[src/include/layer_config.svh]
`ifndef LAYER_CONFIG_SVH
`define LAYER_CONFIG_SVH

// activations and weights per neuron
`define LAYER_INPUTS 10

// neurons side by side in the layer
`define LAYER_NEURONS 4

// clocks after a write until results are fresh
// one neuron output register
`define SETTLE_CYCLES 1

`endif
[src/design/layerBus_pkg.sv]
`default_nettype none

package layerBus_pkg;

	// word address on the wishbone port
	typedef logic [7:0] wbAddr_t;

	// data word on the wishbone port
	typedef logic [31:0] wbData_t;

	// slave access sequencing
	typedef enum logic [1:0]
	{
		idle,
		settle,
		respond
	} accessState_t;

endpackage

`default_nettype wire

[src/design/floatFormat_pkg.sv]
`default_nettype none

package floatFormat_pkg;

	// ieee 754 single precision word
	typedef logic [31:0] float32_t;

	// biased exponent field
	typedef logic [7:0] exponent_t;

	// significand with the hidden bit in front
	typedef logic [23:0] mantissa_t;

endpackage

`default_nettype wire

[src/design/layerRegisters.sv]
`timescale 1ns/1ps
`default_nettype none

`include "layer_config.svh"

module layerRegisters
(
	input logic clk,
	input logic reset,
	input logic cyc,
	input logic stb,
	input logic we,
	input layerBus_pkg::wbAddr_t adr,
	input layerBus_pkg::wbData_t datIn,
	output layerBus_pkg::wbData_t datOut,
	output logic ack,
	output floatFormat_pkg::float32_t [`LAYER_INPUTS-1:0] activations,
	output floatFormat_pkg::float32_t [`LAYER_NEURONS-1:0][`LAYER_INPUTS-1:0] weights,
	output floatFormat_pkg::float32_t [`LAYER_NEURONS-1:0] biases,
	input floatFormat_pkg::float32_t [`LAYER_NEURONS-1:0] results
);

	localparam int inputBits = $clog2(`LAYER_INPUTS);
	localparam int neuronBits = $clog2(`LAYER_NEURONS);
	localparam int settleBits = $clog2(`SETTLE_CYCLES + 1);

	layerBus_pkg::accessState_t state;
	logic [settleBits-1:0] settleCount;
	logic wasWrite;
	logic accept;
	logic isInput;
	logic isNeuron;
	logic isWeight;
	logic isBias;
	logic isResult;
	logic [inputBits-1:0] slotIdx;
	logic [neuronBits-1:0] neuronIdx;
	logic [neuronBits-1:0] resultIdx;
	layerBus_pkg::wbData_t readData;

	// address decode
	assign isInput = (adr[7:4] == 4'h0) && (adr[3:0] < `LAYER_INPUTS);
	assign isNeuron = !adr[7] && (adr[6:4] != 3'd0) && ({1'b0, adr[6:4]} <= `LAYER_NEURONS);
	assign isWeight = isNeuron && (adr[3:0] < `LAYER_INPUTS);
	assign isBias = isNeuron && (adr[3:0] == `LAYER_INPUTS);
	assign isResult = adr[7] && (adr[6:0] < `LAYER_NEURONS);
	assign slotIdx = inputBits'(adr[3:0]);
	assign neuronIdx = neuronBits'(adr[6:4] - 3'd1);
	assign resultIdx = neuronBits'(adr[6:0]);

	// requests wait out the settle window
	assign accept = cyc && stb && ((state == layerBus_pkg::idle)
		|| (state == layerBus_pkg::settle && settleCount == '0));
	assign ack = (state == layerBus_pkg::respond);

	always_comb
	begin
		readData = '0;
		if (isInput)
			readData = activations[slotIdx];
		else if (isWeight)
			readData = weights[neuronIdx][slotIdx];
		else if (isBias)
			readData = biases[neuronIdx];
		else if (isResult)
			readData = results[resultIdx];
	end

	always_ff @(posedge clk)
	begin
		if (reset)
		begin
			activations <= '0;
			weights <= '0;
			biases <= '0;
		end
		else if (accept && we)
		begin
			if (isInput)
				activations[slotIdx] <= datIn;
			else if (isWeight)
				weights[neuronIdx][slotIdx] <= datIn;
			else if (isBias)
				biases[neuronIdx] <= datIn;
		end
	end

	always_ff @(posedge clk)
	begin
		if (reset)
			datOut <= '0;
		else if (accept && !we)
			datOut <= readData;
	end

	always_ff @(posedge clk)
	begin
		if (reset)
		begin
			state <= layerBus_pkg::idle;
			settleCount <= '0;
			wasWrite <= 1'b0;
		end
		else
		begin
			case (state)
				layerBus_pkg::idle:
				begin
					if (accept)
					begin
						state <= layerBus_pkg::respond;
						wasWrite <= we;
					end
				end
				layerBus_pkg::settle:
				begin
					if (settleCount != '0)
						settleCount <= settleCount - 1'b1;
					else if (accept)
					begin
						state <= layerBus_pkg::respond;
						wasWrite <= we;
					end
					else
						state <= layerBus_pkg::idle;
				end
				layerBus_pkg::respond:
				begin
					// stb is still up here but is not a new request
					if (wasWrite)
					begin
						state <= layerBus_pkg::settle;
						settleCount <= settleBits'(`SETTLE_CYCLES - 1);
					end
					else
						state <= layerBus_pkg::idle;
				end
				default:
					state <= layerBus_pkg::idle;
			endcase
		end
	end

	assert property (@(posedge clk) disable iff (reset) ack |=> !ack)
		else $error("ack held for two cycles");

	assert property (@(posedge clk) disable iff (reset) ack |-> (cyc && stb))
		else $error("ack without an open bus cycle");

endmodule

`default_nettype wire

[config.mk]
export PLATFORM = sky130hd
export DESIGN_NAME = layerRegisters
export DESIGN_NICKNAME = d
export VERILOG_FILES = /design/src/design/layerBus_pkg.sv /design/src/design/floatFormat_pkg.sv /design/src/design/layerRegisters.sv
export VERILOG_INCLUDE_DIRS = /design/src /design/src/include
export SDC_FILE = /design/constraint.sdc
export NUM_CORES = 2
export LEC_CHECK = 0
export BUFFER_PORTS_ARGS = -buffer_cell sky130_fd_sc_hd__buf_2
export CAP_MARGIN = 20
export CORE_AREA = 2 2 760 762
export DETAILED_ROUTE_END_ITERATION = 12
export DIE_AREA = 0 0 762 764
export SYNTH_ARGS = -nofsm -noshare
export SYNTH_HDL_FRONTEND = slang
export SYNTH_SLANG_ARGS = --single-unit
[constraint.sdc]
create_clock -name clk -period 10.4 [get_ports clk]
set_clock_uncertainty 0.2 [all_clocks]
set_input_delay 2.08 -clock clk [delete_from_list [all_inputs] [get_ports clk]]
set_output_delay 2.08 -clock clk [all_outputs]
set_load 0.1 [all_outputs]
==> impl.org <==
** Status
- The run finished with clean final reports.

** Floorplan
- The core region is 575000 um^2.
- The floorplan has 279 rows.
- Horizontal die dimension :: 762 um
- Overall die height :: 764 um
- Initial Util :: 13.3%
- The floorplan step defined a die boundary enclosing 582000 um^2.
- 1934 I/O pins were placed.

** STA
- Fin crit period :: 6320 ps
- Max-slew violation count :: 0
- Timing would allow up to 0.158 GHz.
- Crit share post-route :: 60.8%
- The number of hold-slack violations in the final timing report is 0.
- Setup slack on the critical path of the routed design comes to 4080 ps.
- Setup violations remaining at the end of the flow were counted as 0.
- Worst slew margin :: 8.10%
- Summed over all failing endpoints, the final setup total negative slack is 0 ps.
- RSZ-0062 raised after global routing :: false
- Transition at the pin with the smallest max-transition slack :: 1380 ps

** Drt
- Via count :: 85700
- After detailed routing, the average wire length per cell comes to 42.9 um.
- The routed design has 795 mm of wire.
- The first routing iteration left 14700 violations.
- Post-route ant nets :: 0
- Post-detailed-route via-to-cell ratio :: 4.63
- Residual DRC count :: 0
- The first detailed-routing pass ran for 9 iterations.

** CTS
- Clock-pin slew of the registers on the worst-case setup and hold paths :: 60 ps
- Post-CTS Resized :: 0
- TritonCTS built the clock tree.
- Postcts setup bufs :: 0
- H-tree depth :: 4
- Post-CTS Hold Buffers :: 0
- Clock Root Buffer :: clkbuf_16
- Clock insertion delay at the later pin of the skew report :: 1030 ps
- Total clock buffers created by CTS :: 219
- Sink count of the clock tree :: 1763
- Max Buffers Root-to-Sink :: 4

** Worst setup path
- STA classifies the critical path endpoint as a register.
- Class of the most critical setup path :: in -> reg
- Data on the critical path is required at its endpoint by 10990 ps.
- Highest fanout seen on the critical path :: 56
- Startpoint type of the worst setup path :: primary input
- Data on the critical path arrives at its endpoint at 6910 ps.

** Place
- GP Congestion :: 1.07
- Number of buffers inserted by port buffering :: 1933
- Post-Place Worst Slack :: 3270 ps
- Post-DP HPWL :: 639 mm

** Yosys
- Each instance of the synthesized netlist takes up on average 8.31 um^2.
- Synthesis produced a netlist with a net count of 9363.
- Combined area of all synthesized cells :: 76300 um^2
- Cell count after synthesis :: 9185
- For this run, the register share of the synthesized area comes to 46.3%.
- Total number of yosys warnings :: 0
- After synthesis, the netlist uses 53 different library cells.
- Number of enable flip-flop cells after synthesis :: 0
- Async set-reset flop share out of synthesis :: 0%
- Top_reg_cell synth :: dfxtp_1
- Counting flops and latches in the post-synthesis netlist gives 1763.

** GRT
- Leftover overflow at the end of global routing :: 0
- Pin count of the biggest net entering global routing :: 224
- In the global route stage, overall resource usage came out at 25.9%.
- Via count of the first global-routing pass :: 74200
- Wire length of the first global-routing pass :: 963 mm
- The initial antenna violation count is 175.

** Power and ir drop
- Overall power consumption after layout is estimated at 0.0163 W.
- Leakage power of the design :: 37.3 nW
- Cell Pwr Density :: 159 nW/um^2
- Across the VDD grid, the largest voltage drop is 0.154 mV.

** Layout
- The library cells used most frequently in the layout, excluding fill and tap cells, are 3525 x nand2_1, 1910 x buf_2, 1763 x dfxtp_1.
- Count of fill cells added during filler insertion :: 64300
- Area taken by multi-input logic gates :: 37500 um^2
- Leaving out fill and tap cells, the most frequent cell in the layout is nand2_1.
- The sequential cells in the finished layout cover a total of 35300 um^2.
- Area delta synth->final :: 33.8%
- At the end of the flow, the number of nets in the layout was 10800.
- The post-route netlist has 29.6% of its cells at a drive strength greater than 1.

** Min path
- The min-delay analysis places its worst path in the category reg -> reg.

** Flow run
- Number of max-cap violations :: 0
[cells in the mapped netlist, types with 2 or more instances]
cell      count  area (um^2)
a211oi_1     32          240
a21oi_1    1760         8810
a22o_1       24          210
a22oi_1     111          833
a31oi_1      31          194
and2_0        6         37.5
and2_1       11         68.8
and3_1       41          257
buf_1        40          150
buf_2       328         1640
buf_4        95          713
buf_6         4         45.0
clkbuf_1    508         1910
clkbuf_2      3         15.0
dfxtp_1    1763        35300
ha_1          5         62.6
inv_1         3         11.3
mux2_2       98         1100
mux2i_1      33          330
mux4_2      398         8960
nand2_1    3538        13300
nand2b_1      7         43.8
nand3_1      40          200
nand3b_1      2         15.0
nor2_1       64          240
nor2b_1      67          419
nor3_1       26          130
nor3b_1       2         15.0
nor4_1       32          200
nor4_4        2         42.5
nor4b_1       2         17.5
o211ai_1      7         52.6
o21ai_0       7         35.0
o22ai_1      49          307
o41ai_1      25          219
or2_2         3         18.8
or3_1         2         12.5
[final cells by class]
| type | count | share of cell area, % |
|---|---|---|
| multi-input cells | 6441 | 36.7 |
| flip-flops and latches | 1763 | 34.6 |
| repair buffers | 2147 | 11.4 |
| well taps | 7587 | 9.30 |
| clock buffers | 297 | 6.10 |
| clock inverters | 105 | 1.47 |
| diodes | 185 | 0.454 |
| inverters | 3 | 0.0110 |
[per-layer routing]
| layer | GRT usage (%) | part of all wire, % | routed length, um | vias to the layer above |
|---|---|---|---|---|
| met5 | 0.0164 | 0.062 | 497 | - |
| met4 | 15.3 | 7.7 | 61000 | 46 |
| met3 | 18.0 | 18 | 146000 | 1738 |
| met2 | 35.4 | 38 | 305000 | 7707 |
| met1 | 29.3 | 35 | 282000 | 42200 |
| li1 | - | - | - | 34100 |
[path summary, 6_finish.rpt]
| check | startpoint | endpoint | slack, ps | cells after the start |
|---|---|---|---|---|
| setup / recovery | adr[4] | datOut[27] | 4080 | 9 |
| hold reg to reg | wasWrite | wasWrite | 250 | 2 |
| hold / removal | wasWrite | wasWrite | 250 | 2 |
| setup reg to reg | state[1] | weights[792] | 6540 | 7 |
[report_power, final]
group          switching [W]  leakage [nW]  internal [W]
clock                0.00366          3.73       0.00483
combinational       0.000788          19.4      0.000211
sequential         0.0000170          14.2       0.00676
[state kept, by name (all words and copies together) (netlist names)]
name,flops
datOut,32
activations,320
wasWrite,1
weights,1280
state,2
biases,128
[through the flow]
| step | area [um^2] | util, % | hold WS (ps) | instances |
|---|---|---|---|---|
| after floorplan | 76300 | - | 232 | 9185 |
| after global placement | 93600 | 16.3 | 242 | 17900 |
| after detailed placement | 93800 | 16.3 | 246 | 17900 |
| after CTS | 102000 | 17.7 | 254 | 18300 |
| after global routing | 102000 | 17.7 | 283 | 18400 |
| final | 102000 | 17.8 | 254 | 18500 |
[critical path, stage by stage]
cell	delay [ps]
buf_8	440
inv_1	420
ha_4	710
buf_4	810
mux4_2	470
a22oi_1	460
a21oi_1	270
o41ai_2	900
a211oi_1	160
[kinds of logic after synthesis]
group           synth area share [%]
compound gates                  14.3
xor+xnor                      0.0115
fa+ha+maj                     0.0820
buf+inv                         5.88
flops                           46.3
mux                             13.6
simple gates                    19.8
(Power assumes the default switching activity.)
